===== src/common/mips_pkg.sv =====
package mips_pkg;

   // Datapath widths
   localparam int NB_REG        = 32;
   localparam int NB_INSTR      = 32;
   localparam int NB_REG_ADDR   = 5;
   localparam int REGFILE_DEPTH = 32;
   localparam int NB_INM        = 16;
   localparam int NB_SHAMT      = 5;

   // Instruction memory
   localparam int IMEM_DEPTH    = 256;
   localparam int NB_IMEM_ADDR  = 8;

   // Field positions in the instruction word
   localparam int NB_OPCODE     = 6;
   localparam int NB_FUNCT      = 6;
   localparam int MSB_OPCODE    = 31;
   localparam int MSB_RS        = 25;
   localparam int MSB_RT        = 20;
   localparam int MSB_RD        = 15;
   localparam int MSB_SHAMT     = 10;

   // Opcodes
   localparam logic [NB_OPCODE-1:0] OPC_RTYPE = 6'h00;
   localparam logic [NB_OPCODE-1:0] OPC_ADDIU = 6'h09;
   localparam logic [NB_OPCODE-1:0] OPC_ANDI  = 6'h0C;
   localparam logic [NB_OPCODE-1:0] OPC_ORI   = 6'h0D;
   localparam logic [NB_OPCODE-1:0] OPC_LUI   = 6'h0F;
   localparam logic [NB_OPCODE-1:0] OPC_HALT  = 6'h3F;

   // R-type function codes
   localparam logic [NB_FUNCT-1:0] FN_SLL  = 6'h00;
   localparam logic [NB_FUNCT-1:0] FN_ADDU = 6'h21;
   localparam logic [NB_FUNCT-1:0] FN_SUBU = 6'h23;
   localparam logic [NB_FUNCT-1:0] FN_AND  = 6'h24;
   localparam logic [NB_FUNCT-1:0] FN_OR   = 6'h25;
   localparam logic [NB_FUNCT-1:0] FN_XOR  = 6'h26;
   localparam logic [NB_FUNCT-1:0] FN_SLT  = 6'h2A;

   localparam int NB_ALU_OP = 4;

   // ALU operations, decode to execute
   typedef enum logic [NB_ALU_OP-1:0] {
      ALU_ADD = 4'd0,
      ALU_SUB = 4'd1,
      ALU_AND = 4'd2,
      ALU_OR  = 4'd3,
      ALU_XOR = 4'd4,
      ALU_SLT = 4'd5,
      ALU_SLL = 4'd6,
      ALU_LUI = 4'd7
   } alu_op_e;

endpackage


===== src/execution/forwarding_unit.sv =====
`timescale 1ns/1ps

module forwarding_unit import mips_pkg::*; (
   input  logic [NB_REG_ADDR-1:0] i_rs,
   input  logic [NB_REG_ADDR-1:0] i_rt,
   input  logic [NB_REG-1:0]      i_a,
   input  logic [NB_REG-1:0]      i_b,
   input  logic                   i_wb_we,
   input  logic [NB_REG_ADDR-1:0] i_wb_rd,
   input  logic [NB_REG-1:0]      i_wb_data,
   output logic [NB_REG-1:0]      o_fwd_a,
   output logic [NB_REG-1:0]      o_fwd_b
);

   logic wb_live;
   logic hit_a;
   logic hit_b;

   // Writes to r0 are never forwarded
   assign wb_live = i_wb_we && (i_wb_rd != '0);

   assign hit_a = wb_live && (i_wb_rd == i_rs);
   assign hit_b = wb_live && (i_wb_rd == i_rt);

   // Previous instruction's result, still in the writeback register
   assign o_fwd_a = hit_a ? i_wb_data : i_a;
   assign o_fwd_b = hit_b ? i_wb_data : i_b;

endmodule


===== config.mk =====
export PLATFORM = sky130hd
export DESIGN_NAME = forwarding_unit
export DESIGN_NICKNAME = d
export VERILOG_FILES = /design/src/common/mips_pkg.sv /design/src/execution/forwarding_unit.sv
export SDC_FILE = /design/constraint.sdc
export NUM_CORES = 1
export LEC_CHECK = 0
export BUFFER_PORTS_ARGS = -buffer_cell sky130_fd_sc_hd__buf_2
export CAP_MARGIN = 15
export CORE_MARGIN = 5
export CORE_UTILIZATION = 28
export DETAILED_ROUTE_END_ITERATION = 8
export PLACE_DENSITY = 0.8
export SETUP_SLACK_MARGIN = 0.4
export SLEW_MARGIN = 5
export SYNTH_ARGS = -nofsm -noshare
export SYNTH_HDL_FRONTEND = slang
export SYNTH_SLANG_ARGS = --single-unit

===== constraint.sdc =====
create_clock -name vclk -period 1.9
set_input_delay 0.285 -clock vclk [all_inputs]
set_output_delay 0.285 -clock vclk [all_outputs]
set_load 0.02 [all_outputs]

==> impl_summary.log <==
INFO  metric synth_top_cells_by_count = sky130_fd_sc_hd__mux2_4, sky130_fd_sc_hd__buf_6, sky130_fd_sc_hd__xnor2_1
INFO  metric number_of_hold_violations_in_the_final_report = 0
INFO  metric insertedDiodeCount = 0
INFO  metric post-route-period-util = 113%
INFO  metric grt_start_max_net_pins = 19
INFO  metric routedWlPerCell = 16.6 um
INFO  metric nClkBuffers = 0
INFO  metric placedCellCount = 311
INFO  metric die_w = 75.0 um
INFO  metric route.antenna.remaining_nets = 0
INFO  metric synth.net_count = 198
INFO  metric fin_nets = 375
INFO  metric criticalPathCategory = primary input to output port
INFO  metric capturing_instance_or_port_of_the_critical_path = o_fwd_a[16]
INFO  metric post-route-drc-count = 0
INFO  metric synth_area_per_cell = 13.7 um^2
INFO  metric vdd_drop_max = 0.140 mV
INFO  metric fill_cells = 338
INFO  metric timing.critical_path.arrival = 1870 ps
INFO  metric die_area = 5620 um^2
INFO  metric post_synth_inst_count = 86
INFO  metric via_per_inst = 4.57
INFO  metric setup_repair_after_global_routing_missed_its_margin = true
INFO  metric max_clock_freq = 0.464 GHz
INFO  metric power_density = 246 nW/um^2
INFO  metric mappedNetlistArea = 1180 um^2
INFO  metric tritonroute_pass_1_iters = 4
INFO  metric die-height = 75.0 um
INFO  metric critical_path_launch_point_type = primary input
INFO  metric route.final.wire_length = 5170 um
INFO  metric highest_fanout_seen_on_the_critical_path = 18
INFO  metric synth_top_area_cell = sky130_fd_sc_hd__mux2_4
INFO  metric post_place_instance_area = 2140 um^2
INFO  metric post_synth_main_area_contributors = sky130_fd_sc_hd__mux2_4, sky130_fd_sc_hd__buf_6, sky130_fd_sc_hd__xnor2_1
INFO  metric endpoint_kind = output port
INFO  metric finalWorstSetupSlack = -253 ps
INFO  metric timing.final.setup_violations = 64
INFO  metric area_occupied_by_multi_input_gates = 1140 um^2
INFO  metric flops_and_latches = 0
INFO  metric num_io_pins = 176
INFO  metric final_hpwl_from_detailed_placement = 4380 um
INFO  metric final_util = 61.2%
INFO  metric critical_path_required = 1620 ps
INFO  metric whs_path_depth = 3
INFO  metric timing.slew.headroom = 73.7%
INFO  metric library_cell_with_the_highest_instance_count_after_synthesis = sky130_fd_sc_hd__mux2_4
INFO  metric io_buffers = 176
INFO  metric gpl.final_weighted_congestion = 0.947
INFO  metric power_leakage = 1.31 nW
INFO  metric synth_largest_type_area_fraction = 76.3%
INFO  metric floorplan.core_area = 4060 um^2
INFO  metric drt-initial-drc-count = 11
INFO  metric totalNegativeSetupSlack = -14560 ps
INFO  metric flow.area_growth_from_synthesis = 110%
INFO  metric tightest_slew = 392 ps
INFO  metric post_synth_num_cell_types = 9
INFO  metric cap_violations = 0
INFO  metric grt-ovfl-total = 0
INFO  metric post_route_cells_drive_above_1_share = 96.9%
INFO  metric sequential_cell_area = 0 um^2
INFO  metric num_vias = 1422
INFO  metric instances_no_fill = 311
INFO  metric grt_antenna_before_repair = 0
INFO  metric crit_start = i_wb_rd[1]
INFO  metric sequential_element_share_of_the_synthesized_area = 0%
INFO  metric violated_checks = negative setup slack
INFO  metric holdCritPathClass = primary input to output port
INFO  metric floorplan.initialDensity = 29.1%
INFO  metric finalMaxSlewViolations = 0
INFO  metric wire_length_of_the_first_global_routing_pass = 7340 um
INFO  metric layout_min_cycle_time = 2150 ps
INFO  metric first_global_vias = 1589
INFO  metric finish.instance_area = 2480 um^2
INFO  metric globalRouteTotalUtil = 16.3%
INFO  metric row_count = 23
INFO  metric post_cts_buffers = 0
INFO  metric outcome = finished with violations
INFO  metric yosysWarnings = 0
[how the worst min path moves through the flow]
stage / startpoint / end / slack, ps
5_1_grt: i_b[1] / o_fwd_b[1] / 890
6_report: i_b[30] / o_fwd_b[30] / 880
4_1_cts: i_b[1] / o_fwd_b[1] / 880
3_5_place_dp: i_b[7] / o_fwd_b[7] / 910
3_3_place_gp: i_b[2] / o_fwd_b[2] / 910
2_1_floorplan: i_wb_data[10] / o_fwd_a[10] / 730
[worst max-delay path, stage by stage]
cell and delay, ps:
sky130_fd_sc_hd__buf_8 100, sky130_fd_sc_hd__or4_4 540, sky130_fd_sc_hd__o21ai_4 200, sky130_fd_sc_hd__nor4_4 90
sky130_fd_sc_hd__buf_12 180, sky130_fd_sc_hd__mux2_4 300, sky130_fd_sc_hd__buf_2 160
[layer usage]
metal	GRT usage [%]	up-vias	part of all wire (%)
li1	-	677	-
met1	17.6	658	32
met2	33.5	79	58
met3	2.27	8	9.2
met4	2.37	0	1.2
met5	0	-	0
[per-stage QoR]
| stage | hold slack, ps | power, mW | setup slack [ps] |
|---|---|---|---|
| floorplan | 729 | 0.290 | 18.8 |
| detailed placement | 915 | 0.512 | -288 |
| global placement | 913 | 0.504 | -272 |
| global route | 891 | 0.645 | -313 |
| finish | 882 | 0.609 | -253 |
| CTS | 884 | 0.575 | -255 |
[power breakdown]
group          total [mW]  switching, mW  internal [mW]
Combinational       0.609          0.263          0.347
Sequential              0              0              0
Clock                   0              0              0
Total               0.609          0.263          0.347
[what timing repair did]
action / 4_1_cts / 5_1_grt
setup endpoints to repair: 64 / 64
hold buffers: 0 / 0
resized for setup: 63 / 40
[cells by family (layout without fill, tap and decap cells)]
logic type | count (synthesis) | after routing | share of synthesized area [%]
and+or+nand+nor | 5 | 5 | 5.40
buffers and inverters | 6 | 181 | 5.72
AOI/OAI and AO/OA | 1 | 1 | 1.38
muxes | 64 | 64 | 80.1
xor gates and xnor gates | 10 | 10 | 7.41
[cell type report]
type	count	area share (%)
repair buffers	181	51.6
multi-input cells	80	45.9
well taps	50	2.52
[cells in the final DEF (no fill, tap or decap)]
cell type,count
sky130_fd_sc_hd__nand3_2,2
sky130_fd_sc_hd__nor4_4,2
sky130_fd_sc_hd__xnor2_2,2
sky130_fd_sc_hd__o21ai_4,1
sky130_fd_sc_hd__xor2_1,4
sky130_fd_sc_hd__buf_8,1
sky130_fd_sc_hd__mux2_2,4
sky130_fd_sc_hd__buf_12,4
sky130_fd_sc_hd__xnor2_1,4
sky130_fd_sc_hd__buf_4,2
sky130_fd_sc_hd__buf_2,126
sky130_fd_sc_hd__or4_4,1
sky130_fd_sc_hd__buf_6,48
sky130_fd_sc_hd__mux2_4,60
(Power assumes the default switching activity.)
