--- src/common/mips_pkg.sv ---
package mips_pkg;

   // Datapath widths
   localparam int NB_REG        = 32;
   localparam int NB_INSTR      = 32;
   localparam int NB_REG_ADDR   = 5;
   localparam int REGFILE_DEPTH = 32;
   localparam int NB_INM        = 16;
   localparam int NB_SHAMT      = 5;

   // Instruction memory
   localparam int IMEM_DEPTH    = 256;
   localparam int NB_IMEM_ADDR  = 8;

   // Field positions in the instruction word
   localparam int NB_OPCODE     = 6;
   localparam int NB_FUNCT      = 6;
   localparam int MSB_OPCODE    = 31;
   localparam int MSB_RS        = 25;
   localparam int MSB_RT        = 20;
   localparam int MSB_RD        = 15;
   localparam int MSB_SHAMT     = 10;

   // Opcodes
   localparam logic [NB_OPCODE-1:0] OPC_RTYPE = 6'h00;
   localparam logic [NB_OPCODE-1:0] OPC_ADDIU = 6'h09;
   localparam logic [NB_OPCODE-1:0] OPC_ANDI  = 6'h0C;
   localparam logic [NB_OPCODE-1:0] OPC_ORI   = 6'h0D;
   localparam logic [NB_OPCODE-1:0] OPC_LUI   = 6'h0F;
   localparam logic [NB_OPCODE-1:0] OPC_HALT  = 6'h3F;

   // R-type function codes
   localparam logic [NB_FUNCT-1:0] FN_SLL  = 6'h00;
   localparam logic [NB_FUNCT-1:0] FN_ADDU = 6'h21;
   localparam logic [NB_FUNCT-1:0] FN_SUBU = 6'h23;
   localparam logic [NB_FUNCT-1:0] FN_AND  = 6'h24;
   localparam logic [NB_FUNCT-1:0] FN_OR   = 6'h25;
   localparam logic [NB_FUNCT-1:0] FN_XOR  = 6'h26;
   localparam logic [NB_FUNCT-1:0] FN_SLT  = 6'h2A;

   localparam int NB_ALU_OP = 4;

   // ALU operations, decode to execute
   typedef enum logic [NB_ALU_OP-1:0] {
      ALU_ADD = 4'd0,
      ALU_SUB = 4'd1,
      ALU_AND = 4'd2,
      ALU_OR  = 4'd3,
      ALU_XOR = 4'd4,
      ALU_SLT = 4'd5,
      ALU_SLL = 4'd6,
      ALU_LUI = 4'd7
   } alu_op_e;

endpackage

--- src/execution/execution.sv ---
`timescale 1ns/1ps

module execution import mips_pkg::*; (
   input  logic                   i_clock,
   input  logic                   reset,
   input  logic [NB_REG-1:0]      i_a,
   input  logic [NB_REG-1:0]      i_b,
   input  logic [NB_REG-1:0]      i_inm,
   input  logic [NB_SHAMT-1:0]    i_shamt,
   input  alu_op_e                i_alu_op,
   input  logic                   i_use_inm,
   input  logic [NB_REG_ADDR-1:0] i_rd,
   input  logic                   i_we,
   input  logic                   i_halt,
   input  logic [NB_REG-1:0]      i_fwd_a,
   input  logic [NB_REG-1:0]      i_fwd_b,
   output logic                   o_wb_we,
   output logic [NB_REG_ADDR-1:0] o_wb_rd,
   output logic [NB_REG-1:0]      o_wb_data,
   output logic                   o_halted
);

   logic [NB_REG-1:0] b_sel;
   logic [NB_REG-1:0] alu_result;

   assign b_sel = i_use_inm ? i_inm : i_fwd_b;

   always_comb begin
      case (i_alu_op)
         ALU_ADD: alu_result = i_fwd_a + b_sel;
         ALU_SUB: alu_result = i_fwd_a - b_sel;
         ALU_AND: alu_result = i_fwd_a & b_sel;
         ALU_OR:  alu_result = i_fwd_a | b_sel;
         ALU_XOR: alu_result = i_fwd_a ^ b_sel;
         // Signed compare
         ALU_SLT: alu_result = {{(NB_REG-1){1'b0}}, $signed(i_fwd_a) < $signed(b_sel)};
         // Shifts rt, not rs
         ALU_SLL: alu_result = b_sel << i_shamt;
         ALU_LUI: alu_result = {b_sel[NB_INM-1:0], {(NB_REG-NB_INM){1'b0}}};
         default: alu_result = '0;
      endcase
   end

   // Halted sets when HALT reaches writeback and holds until reset
   always_ff @(posedge i_clock) begin
      if (reset) begin
         o_wb_we  <= 1'b0;
         o_halted <= 1'b0;
      end else begin
         o_wb_we  <= i_we;
         o_halted <= o_halted | i_halt;
      end
   end

   always_ff @(posedge i_clock) begin
      o_wb_rd   <= i_rd;
      o_wb_data <= alu_result;
   end

   assert property (@(posedge i_clock) disable iff (reset)
      i_we |-> !$isunknown(i_alu_op));

endmodule

--- config.mk ---
export PLATFORM = sky130hd
export DESIGN_NAME = execution
export DESIGN_NICKNAME = d
export VERILOG_FILES = /design/src/common/mips_pkg.sv /design/src/execution/execution.sv
export SDC_FILE = /design/constraint.sdc
export NUM_CORES = 1
export LEC_CHECK = 0
export ABC_AREA = 1
export BUFFER_PORTS_ARGS = -buffer_cell sky130_fd_sc_hd__buf_4
export CORE_UTILIZATION = 57
export DETAILED_ROUTE_END_ITERATION = 10
export PLACE_DENSITY = 0.84
export SYNTH_ARGS = -nofsm -noshare
export SYNTH_HDL_FRONTEND = slang
export SYNTH_SLANG_ARGS = --single-unit
--- constraint.sdc ---
create_clock -name i_clock -period 3.3 [get_ports i_clock]
set_input_delay 0.825 -clock i_clock [delete_from_list [all_inputs] [get_ports i_clock]]
set_output_delay 0.825 -clock i_clock [all_outputs]
set_load 0.05 [all_outputs]
==> reports/results.txt <==
Status -> finished with violations
Violated checks -> design-rule violations
Setup Viol. Count Final -> 0
Crit Path Max Fanout -> 26
Post-synth cell types -> 41
Pin count of the biggest net entering global routing -> 32
Post-CTS sizing -> 0
Synth Warn # -> 0
Leak -> 6.80 nW
Row cnt -> 46
Post-synth top cells -> nand2_1 (577), nand3_1 (316), inv_1 (269)
Gpl congestion -> 1.06
Root Driver -> clkbuf_16
Area contributors post-synth -> nand2_1 (23%), nand3_1 (17%), ha_1 (14%)
Die span in x -> 131 um
Setup TNS -> 0 ps
CTS Buffer Depth -> 2
Layout cells sized above 1 -> 16.1%
Reg area -> 781 um^2
Core area -> 16100 um^2
Reg clk slew, reported paths -> 60 ps
Top-Level Pins -> 218
Area growth, synth to finish -> 23.4%
Initial Util -> 58.8%
Pre-antenna DRT Iters -> 11
ANT cells -> 0
Critical R2R Launch -> o_halted
Synth async-reset ratio -> 0%
Worst min path class -> flip-flop to flip-flop
Max-slew violations -> 0
Actual slew at the worst max-slew pin -> 779 ps
CTS tree -> yes
Nets -> 2301
Final Power -> 0.00336 W
Final hold violation count -> 0
Placed cell area -> 11500 um^2
# clock sinks -> 39
Startpoint Class -> input port
Worst-Skew Late Latency -> 300 ps
GRT Overall Usage -> 46.2%
Input/output buffers -> 153
Clock Skew -> 0 ps
Post-route ant nets -> 0
Total CTS buffers -> 5
Syn Inst Count -> 1797
Vias post-DR -> 13048
Data required, critical path -> 3430 ps
Die Height -> 131 um
Seq cells post-synth -> 39
Power Dens Cells -> 288 nW/um^2
Post-route design area -> 11700 um^2
Iteration-0 DRC Markers -> 1732
Synth Area per Inst -> 5.26 um^2
Max IR drop VDD -> 0.211 mV
Dpl hpwl -> 33300 um
CP Launch Point -> i_use_inm
Final-layout fill cell count -> 1499
Tcrit/Tclk final -> 95.7%
Hold path startpoint -> o_halted
RSZ-0062 raised after global routing -> no
Post-synth top area share -> 22.9%
Drt drc -> 1
Global-route wire length before repair -> 59400 um
Most frequent cell after synthesis -> nand2_1
Syn nets -> 2082
Max-cap violations -> 0
Netlist Area Pre-Place -> 9450 um^2
Crit Path Class -> input port to flip-flop
Worst setup EP type -> flip-flop
Vias in the first global route -> 11489
Multi-input gate area -> 7240 um^2
# hold bufs at CTS -> 0
Max_slew headroom -> 48.0%
Initial antenna violation count -> 3
Post-synth top area cell -> nand2_1
GRT Residual Overflow -> 0
Arr. time, crit path -> 3290 ps
Mean number of vias per cell -> 5.84
Maximum clock frequency -> 317 MHz
DRT Wirelength -> 39700 um
CTS H-Tree Depth -> 2
Sequential cell area fraction in the yosys report -> 8.26%
Die area -> 17100 um^2
Ys flop type -> dfxtp_1
EDFF count, synth -> 0
WL/cell -> 17.8 um
Number of post-CTS setup repair buffers -> 0
Minimum clock period -> 3160 ps
==> metrics by stage <==
step | hold WS (ps) | instances | setup WS (ps) | util (%)
after floorplan | 684 | 1797 | 513 | -
after global placement | 449 | 2225 | 50.6 | 71.6
after detailed placement | 479 | 2225 | 7.10 | 71.6
after CTS | 487 | 2233 | 319 | 72.6
after global routing | 526 | 2233 | 3.70 | 72.6
final | 486 | 2233 | 142 | 72.6
==> sequential cells by signal (all words and copies together) (netlist names) <==
name,cells
o_wb_data,32
o_wb_we,1
o_halted,1
o_wb_rd,5
==> placed cells by master (no fill, tap or decap), drive strengths merged <==
| cell type | synthesis | layout |
|---|---|---|
| a211oi | 9 | 9 |
| a21boi | 2 | 2 |
| a21o | 2 | 2 |
| a21oi | 72 | 72 |
| a221oi | 2 | 2 |
| a31oi | 5 | 5 |
| and2 | 7 | 7 |
| and3 | 2 | 2 |
| buf | 59 | 282 |
| bufinv | 0 | 1 |
| clkbuf | 11 | 5 |
| clkinv | 0 | 2 |
| dfxtp | 39 | 39 |
| fa | 2 | 2 |
| ha | 104 | 104 |
| inv | 279 | 279 |
| nand2 | 588 | 588 |
| nand3 | 320 | 320 |
| nand3b | 1 | 1 |
| nand4 | 41 | 41 |
| nor2 | 148 | 148 |
| nor3 | 13 | 13 |
| nor4 | 1 | 1 |
| o2111ai | 4 | 4 |
| o21ai | 47 | 47 |
| o21bai | 9 | 9 |
| o221ai | 3 | 3 |
| o22ai | 23 | 23 |
| or2 | 1 | 1 |
| xor2 | 3 | 3 |
==> power breakdown <==
| part | total (W) | switching (W) | internal, W |
|---|---|---|---|
| Sequential | 0.000535 | 0.0000147 | 0.000521 |
| Clock | 0.000612 | 0.000253 | 0.000358 |
| Combinational | 0.00221 | 0.00144 | 0.000768 |
==> layer usage <==
layer	up-vias	wire length (um)	track usage (%)
met2	925	16600	71.2
met5	-	38	0
met1	5731	15500	61.0
met3	168	5370	8.79
met4	6	2200	24.3
li1	6218	-	-
==> logic make-up (layout without fill, tap and decap cells) <==
logic type	Yosys count	count (layout)	synth area share (%)
adder cells (fa/ha/maj)	106	106	14.2
buffers and inverters	349	569	15.2
AND/OR/NAND/NOR	1122	1122	51.2
flip-flops	39	39	8.26
XOR/XNOR	3	3	0.278
AO/OA/AOI/OAI	178	178	10.9
==> critical path, cell delays in order <==
cell and delay, ps:
buf_4 120, buf_12 160, nand2_1 90, nand2_1 270, inv_1 110, ha_1 430
nand2_1 170, nor2_1 300, nand3_1 130, nand2_1 200, nand2_1 110, nand2_1 70
nand2_1 40, nand3_1 70, nand4_1 170
==> worst paths after layout <==
| check | endpoint | slack [ps] | cells after the start |
|---|---|---|---|
| max | o_wb_data[18] | 140 | 15 |
| min | o_halted | 490 | 2 |
| max reg2reg | o_halted | 2750 | 2 |
| min reg2reg | o_halted | 490 | 2 |
==> area by class of cell <==
class | instances | share of cell area [%]
multi-input combinational | 1409 | 62.1
inverter | 279 | 9.00
clock inverter | 3 | 0.376
sequential | 39 | 6.70
clock buffer | 5 | 1.07
timing repair buffer | 282 | 18.5
tap | 216 | 2.32
No activity file was read; power rests on OpenSTA's default activity.
