===== src/common/mips_pkg.sv =====
package mips_pkg;

   // Datapath widths
   localparam int NB_REG        = 32;
   localparam int NB_INSTR      = 32;
   localparam int NB_REG_ADDR   = 5;
   localparam int REGFILE_DEPTH = 32;
   localparam int NB_INM        = 16;
   localparam int NB_SHAMT      = 5;

   // Instruction memory
   localparam int IMEM_DEPTH    = 256;
   localparam int NB_IMEM_ADDR  = 8;

   // Field positions in the instruction word
   localparam int NB_OPCODE     = 6;
   localparam int NB_FUNCT      = 6;
   localparam int MSB_OPCODE    = 31;
   localparam int MSB_RS        = 25;
   localparam int MSB_RT        = 20;
   localparam int MSB_RD        = 15;
   localparam int MSB_SHAMT     = 10;

   // Opcodes
   localparam logic [NB_OPCODE-1:0] OPC_RTYPE = 6'h00;
   localparam logic [NB_OPCODE-1:0] OPC_ADDIU = 6'h09;
   localparam logic [NB_OPCODE-1:0] OPC_ANDI  = 6'h0C;
   localparam logic [NB_OPCODE-1:0] OPC_ORI   = 6'h0D;
   localparam logic [NB_OPCODE-1:0] OPC_LUI   = 6'h0F;
   localparam logic [NB_OPCODE-1:0] OPC_HALT  = 6'h3F;

   // R-type function codes
   localparam logic [NB_FUNCT-1:0] FN_SLL  = 6'h00;
   localparam logic [NB_FUNCT-1:0] FN_ADDU = 6'h21;
   localparam logic [NB_FUNCT-1:0] FN_SUBU = 6'h23;
   localparam logic [NB_FUNCT-1:0] FN_AND  = 6'h24;
   localparam logic [NB_FUNCT-1:0] FN_OR   = 6'h25;
   localparam logic [NB_FUNCT-1:0] FN_XOR  = 6'h26;
   localparam logic [NB_FUNCT-1:0] FN_SLT  = 6'h2A;

   localparam int NB_ALU_OP = 4;

   // ALU operations, decode to execute
   typedef enum logic [NB_ALU_OP-1:0] {
      ALU_ADD = 4'd0,
      ALU_SUB = 4'd1,
      ALU_AND = 4'd2,
      ALU_OR  = 4'd3,
      ALU_XOR = 4'd4,
      ALU_SLT = 4'd5,
      ALU_SLL = 4'd6,
      ALU_LUI = 4'd7
   } alu_op_e;

endpackage


===== src/decode/instruction_decode.sv =====
`timescale 1ns/1ps

module instruction_decode import mips_pkg::*; (
   input  logic                   i_clock,
   input  logic                   reset,
   input  logic [NB_INSTR-1:0]    i_instr,
   input  logic                   i_valid,
   input  logic                   i_wb_we,
   input  logic [NB_REG_ADDR-1:0] i_wb_rd,
   input  logic [NB_REG-1:0]      i_wb_data,
   input  logic [NB_REG_ADDR-1:0] i_debug_reg_addr,
   output logic [NB_REG-1:0]      o_a,
   output logic [NB_REG-1:0]      o_b,
   output logic [NB_REG-1:0]      o_inm,
   output logic [NB_SHAMT-1:0]    o_shamt,
   output alu_op_e                o_alu_op,
   output logic                   o_use_inm,
   output logic [NB_REG_ADDR-1:0] o_rd,
   output logic                   o_we,
   output logic [NB_REG_ADDR-1:0] o_rs,
   output logic [NB_REG_ADDR-1:0] o_rt,
   output logic                   o_halt,
   output logic                   o_halt_seen,
   output logic [NB_REG-1:0]      o_debug_reg_data
);

   logic [NB_REG-1:0]      regs [REGFILE_DEPTH];

   logic [NB_OPCODE-1:0]   opcode;
   logic [NB_FUNCT-1:0]    funct;
   logic [NB_REG_ADDR-1:0] rs;
   logic [NB_REG_ADDR-1:0] rt;
   logic [NB_REG_ADDR-1:0] rd;
   logic [NB_INM-1:0]      inm;
   logic [NB_REG-1:0]      rs_data;
   logic [NB_REG-1:0]      rt_data;

   logic                   dec_valid;
   logic                   halt_seen;
   alu_op_e                dec_alu_op;
   logic                   dec_use_inm;
   logic                   dec_we;
   logic                   dec_halt;
   logic [NB_REG_ADDR-1:0] dec_dest;
   logic [NB_REG-1:0]      dec_inm;

   assign opcode = i_instr[MSB_OPCODE -: NB_OPCODE];
   assign funct  = i_instr[NB_FUNCT-1:0];
   assign rs     = i_instr[MSB_RS -: NB_REG_ADDR];
   assign rt     = i_instr[MSB_RT -: NB_REG_ADDR];
   assign rd     = i_instr[MSB_RD -: NB_REG_ADDR];
   assign inm    = i_instr[NB_INM-1:0];

   // Anything fetched behind a HALT is dropped here
   assign dec_valid   = i_valid & ~halt_seen;
   assign o_halt_seen = halt_seen;

   // r0 is never written, so it stays at its reset value
   always_ff @(posedge i_clock) begin
      if (reset) begin
         for (int i = 0; i < REGFILE_DEPTH; i++) begin
            regs[i] <= '0;
         end
      end else if (i_wb_we && i_wb_rd != '0) begin
         regs[i_wb_rd] <= i_wb_data;
      end
   end

   // Write-through covers the instruction two ahead
   assign rs_data = (i_wb_we && i_wb_rd != '0 && i_wb_rd == rs) ? i_wb_data : regs[rs];
   assign rt_data = (i_wb_we && i_wb_rd != '0 && i_wb_rd == rt) ? i_wb_data : regs[rt];

   always_comb begin
      dec_alu_op  = ALU_ADD;
      dec_use_inm = 1'b0;
      dec_we      = 1'b0;
      dec_halt    = 1'b0;
      dec_dest    = rd;
      dec_inm     = {{(NB_REG-NB_INM){1'b0}}, inm};
      case (opcode)
         OPC_RTYPE: begin
            dec_we = 1'b1;
            case (funct)
               FN_SLL:  dec_alu_op = ALU_SLL;
               FN_ADDU: dec_alu_op = ALU_ADD;
               FN_SUBU: dec_alu_op = ALU_SUB;
               FN_AND:  dec_alu_op = ALU_AND;
               FN_OR:   dec_alu_op = ALU_OR;
               FN_XOR:  dec_alu_op = ALU_XOR;
               FN_SLT:  dec_alu_op = ALU_SLT;
               default: dec_we = 1'b0;
            endcase
         end
         OPC_ADDIU: begin
            dec_use_inm = 1'b1;
            dec_we      = 1'b1;
            dec_dest    = rt;
            dec_inm     = {{(NB_REG-NB_INM){inm[NB_INM-1]}}, inm};
         end
         OPC_ANDI: begin
            dec_alu_op  = ALU_AND;
            dec_use_inm = 1'b1;
            dec_we      = 1'b1;
            dec_dest    = rt;
         end
         OPC_ORI: begin
            dec_alu_op  = ALU_OR;
            dec_use_inm = 1'b1;
            dec_we      = 1'b1;
            dec_dest    = rt;
         end
         OPC_LUI: begin
            dec_alu_op  = ALU_LUI;
            dec_use_inm = 1'b1;
            dec_we      = 1'b1;
            dec_dest    = rt;
         end
         OPC_HALT: dec_halt = 1'b1;
         default: dec_we = 1'b0;
      endcase
      if (!dec_valid) begin
         dec_we   = 1'b0;
         dec_halt = 1'b0;
      end
   end

   always_ff @(posedge i_clock) begin
      if (reset) begin
         o_we      <= 1'b0;
         o_halt    <= 1'b0;
         halt_seen <= 1'b0;
      end else begin
         o_we   <= dec_we;
         o_halt <= dec_halt;
         if (dec_halt) begin
            halt_seen <= 1'b1;
         end
      end
   end

   always_ff @(posedge i_clock) begin
      o_a       <= rs_data;
      o_b       <= rt_data;
      o_inm     <= dec_inm;
      o_shamt   <= i_instr[MSB_SHAMT -: NB_SHAMT];
      o_alu_op  <= dec_alu_op;
      o_use_inm <= dec_use_inm;
      o_rd      <= dec_dest;
      o_rs      <= rs;
      o_rt      <= rt;
   end

   // Debug readout, one cycle
   always_ff @(posedge i_clock) begin
      o_debug_reg_data <= regs[i_debug_reg_addr];
   end

   // r0 holds zero however often writeback targets it
   assert property (@(posedge i_clock) disable iff (reset) regs[0] == '0);

endmodule


===== config.mk =====
export PLATFORM = sky130hd
export DESIGN_NAME = instruction_decode
export DESIGN_NICKNAME = d
export VERILOG_FILES = /design/src/common/mips_pkg.sv /design/src/decode/instruction_decode.sv
export SDC_FILE = /design/constraint.sdc
export NUM_CORES = 2
export LEC_CHECK = 0
export BUFFER_PORTS_ARGS = -buffer_cell sky130_fd_sc_hd__buf_2
export CELL_PAD_IN_SITES_DETAIL_PLACEMENT = 0
export CELL_PAD_IN_SITES_GLOBAL_PLACEMENT = 1
export CORE_ASPECT_RATIO = 2
export CORE_MARGIN = 10
export CORE_UTILIZATION = 50
export CTS_BUF_LIST = sky130_fd_sc_hd__clkbuf_16
export CTS_CLUSTER_DIAMETER = 200
export CTS_CLUSTER_SIZE = 8
export DETAILED_ROUTE_END_ITERATION = 6
export PLACE_DENSITY = 0.73
export SLEW_MARGIN = 20
export SYNTH_ARGS = -nofsm -noshare
export SYNTH_HDL_FRONTEND = slang
export SYNTH_SLANG_ARGS = --single-unit

===== constraint.sdc =====
create_clock -name i_clock -period 5.3 [get_ports i_clock]
set_input_delay 0.53 -clock i_clock [delete_from_list [all_inputs] [get_ports i_clock]]
set_output_delay 0.53 -clock i_clock [all_outputs]
set_load 0.05 [all_outputs]

==> metrics.yaml <==
synthesis:
  yosys.area.top_type: "edfxtp_1"
  synth_area_leaders: "edfxtp_1, mux4_2, and2_1, dfxtp_1, o22ai_1"
  ys_seq_area_share_pct: 51.7
  dominantRegCellSynth: "edfxtp_1"
  synth_area_mm2: 0.0647
  post_synth.cell_area_avg_um2: 15.7
  synth_top_area_share_pct: 47.5
  synth_warnings: 0
  synthDistinctLibCells: 43
  synth_seq_cells: 1159
  syn_inst: 4122
  synthArstFlopShare_pct: 0
  synth_edf_count: 1024
global_routing:
  grt_usage_pct: 35.7
  grt_pass1_vias: 44600
  grt_first_pass_wirelength_um: 351000
  antenna_found_initial: 32
  grt_remaining_overflow: 0
  grt_max_degree: 91
setup_path:
  start_kind: "input pin"
  worstPathArrival_ns: 3.52
  cp_data_required_time_ns: 5.70
  critPathMaxFanout: 21
  critical_path_class: "input pin to flop"
  worstSetupEndpointType: "flop"
timing:
  skew_ns: 0.0272
  report.final.hold_viol_count: 0
  setup-violations-final: 0
  worst_pin_slew_ns: 1.21
  finalCritPeriodShare_pct: 58.8
  setup-tns-final_ns: 0
  slew_headroom_pct: 19.0
  rsz0062_at_grt: "false"
  max_freq_ghz: 0.321
  fin_crit_ns: 3.12
  drv_slew: 0
clock_tree:
  htree_levels: 4
  cts-root-buf: "clkbuf_16"
  numCtsBuffers: 162
  cts_tree: "done"
  cts_setup_buffers: 0
  cts.path.max_buffers: 3
  clkSlewWorstSetupHoldPaths_ns: 0.05
  cts_sinks: 1159
  clkLatencyLatePin_ns: 0.80
routing:
  drtAntennaViolNets: 0
  dr_total_vias: 43900
  viasPerCell: 7.22
  drt_wl_total_um: 258000
  drcViolationCount: 0
  dr.pass1.iters: 6
  routedWlPerCell_um: 42.5
  first_iter_violations: 6219
final_layout:
  syn_to_final_growth_pct: 13.1
  drive_gt1_share_pct: 34.8
  fin_nets: 4329
  post-route-util_pct: 56.9
floorplan:
  initial_core_util_pct: 50.4
  die_w_um: 274
  core_mm2: 0.128
  dieArea_mm2: 0.145
  ioPinCount: 234
  die_h_um: 529
  core.rowCount: 186
outcome:
  outcome: "completed"
placement:
  io_buffers: 232
  dp_hpwl_um: 170000
  globalplace.congestion: 0.912
min_path:
  min_path_type: "input pin to flop"
run:
  maxCapViolCount: 0
pwr:
  cellPowerDensity_mw_per_mm2: 336
  vdd_ir_drop_max_mv: 0.336
  p_leak_nw: 25.2
## cells in the mapped netlist (12+ instances only)
cell / instances
and2_1: 992
buf_1: 17
buf_2: 60
buf_4: 93
clkbuf_1: 311
dfxtp_1: 135
edfxtp_1: 1024
mux2_2: 37
mux4_2: 830
nand2_1: 74
nand3_1: 13
nand3b_1: 12
nor2_1: 41
o21ai_0: 96
o22ai_1: 253
or4_1: 63
## per-layer routing
| layer | routed length [µm] | vias to the layer above | GRT usage (%) |
|---|---|---|---|
| li1 | - | 16700 | - |
| met1 | 77300 | 22600 | 38.0 |
| met2 | 131000 | 3509 | 60.4 |
| met3 | 24300 | 1148 | 7.12 |
| met4 | 25800 | 18 | 29.7 |
| met5 | 123 | - | 0 |
## metrics by stage
stage / hold WS (ns) / area, µm² / power, mW / cells / worst slack, ns
6_report: 0.0643 / 73100 / 24.6 / 6078 / 2.18
5_1_grt: 0.0284 / 73100 / 25.1 / 6065 / 2.22
4_1_cts: 0.0250 / 73100 / 24.6 / 6060 / 2.33
3_5_place_dp: 0.468 / 68200 / 15.0 / 5757 / 1.53
3_3_place_gp: 0.468 / 68000 / 14.9 / 5749 / 1.50
2_1_floorplan: 0.558 / 64800 / 13.5 / 4154 / 0.964
## worst max-delay path, stage by stage
cell,delay [ns]
buf_4,0.27
nor2b_1,0.30
nand3b_1,0.51
buf_4,0.41
o21ai_4,0.71
buf_4,0.71
## final timing paths
path	end	from	cells after the start	slack (ns)
max	regs[18][30]	reset	6	2.18
min reg2reg	o_halt_seen	o_halt_seen	1	0.48
min	o_rt[3]	i_instr[19]	1	0.06
max reg2reg	o_a[0]	regs[19][0]	4	2.93
## cell usage in the layout, fill, tap and decap left out, types with 10 or more instances in the layout
master         count
and2_1           992
buf_12            31
buf_2            223
buf_4            133
clkbuf_16        166
conb_1            33
dfxtp_1          135
diode_2           17
dlygate4sd3_1     21
edfxtp_1        1024
inv_1            109
mux2_2            37
mux4_2           830
nand2_1           72
nand3_1           10
nand3b_1          12
nor2_1            12
nor2_4            29
o21ai_0           67
o21ai_4           29
o22ai_1          253
or4_1             63
## timing repair
action | CTS | global route
resized for setup | 0 | 0
endpoints found under the hold margin | 24 | 0
hold buffers | 21 | 0
## final cells by class
cell class / count / area (µm²)
inverter: 3 / 11.3
tap: 1692 / 2120
clock inverter: 116 / 539
clock buffer: 166 / 4150
sequential: 1159 / 33500
timing repair buffer: 421 / 3200
multi-input combinational: 2504 / 29600
antenna: 17 / 42.5
fill: 10100 / 55300
## registers in the layout (all words and copies together), names as in the netlist
name              cells
o_alu_op              3
o_halt                1
o_shamt               4
o_rd                  5
o_rt                  5
o_b                  32
o_we                  1
o_rs                  5
o_inm                13
o_a                  32
o_halt_seen           1
regs               1024
o_debug_reg_data     32
o_use_inm             1
## cells by family (layout without fill, tap and decap cells)
family / after synthesis / count (layout) / share of synthesized area, %
flip-flops: 1159 / 1159 / 51.7
AO/OA/AOI/OAI: 364 / 364 / 3.36
AND/OR/NAND/NOR: 1222 / 1222 / 11.5
buffers and inverters: 491 / 706 / 3.59
other: 1 / 50 / 0.00580
XOR/XNOR: 11 / 11 / 0.149
multiplexers: 874 / 874 / 29.7
## power by group
part,leakage [nW],total (mW),switching (mW),internal [mW]
Combinational,11.7,3.86,2.36,1.50
Sequential,10.9,11.0,0.456,10.6
Clock,2.68,9.70,4.11,5.59
Total,25.2,24.6,6.92,17.7
(Power assumes the default switching activity.)
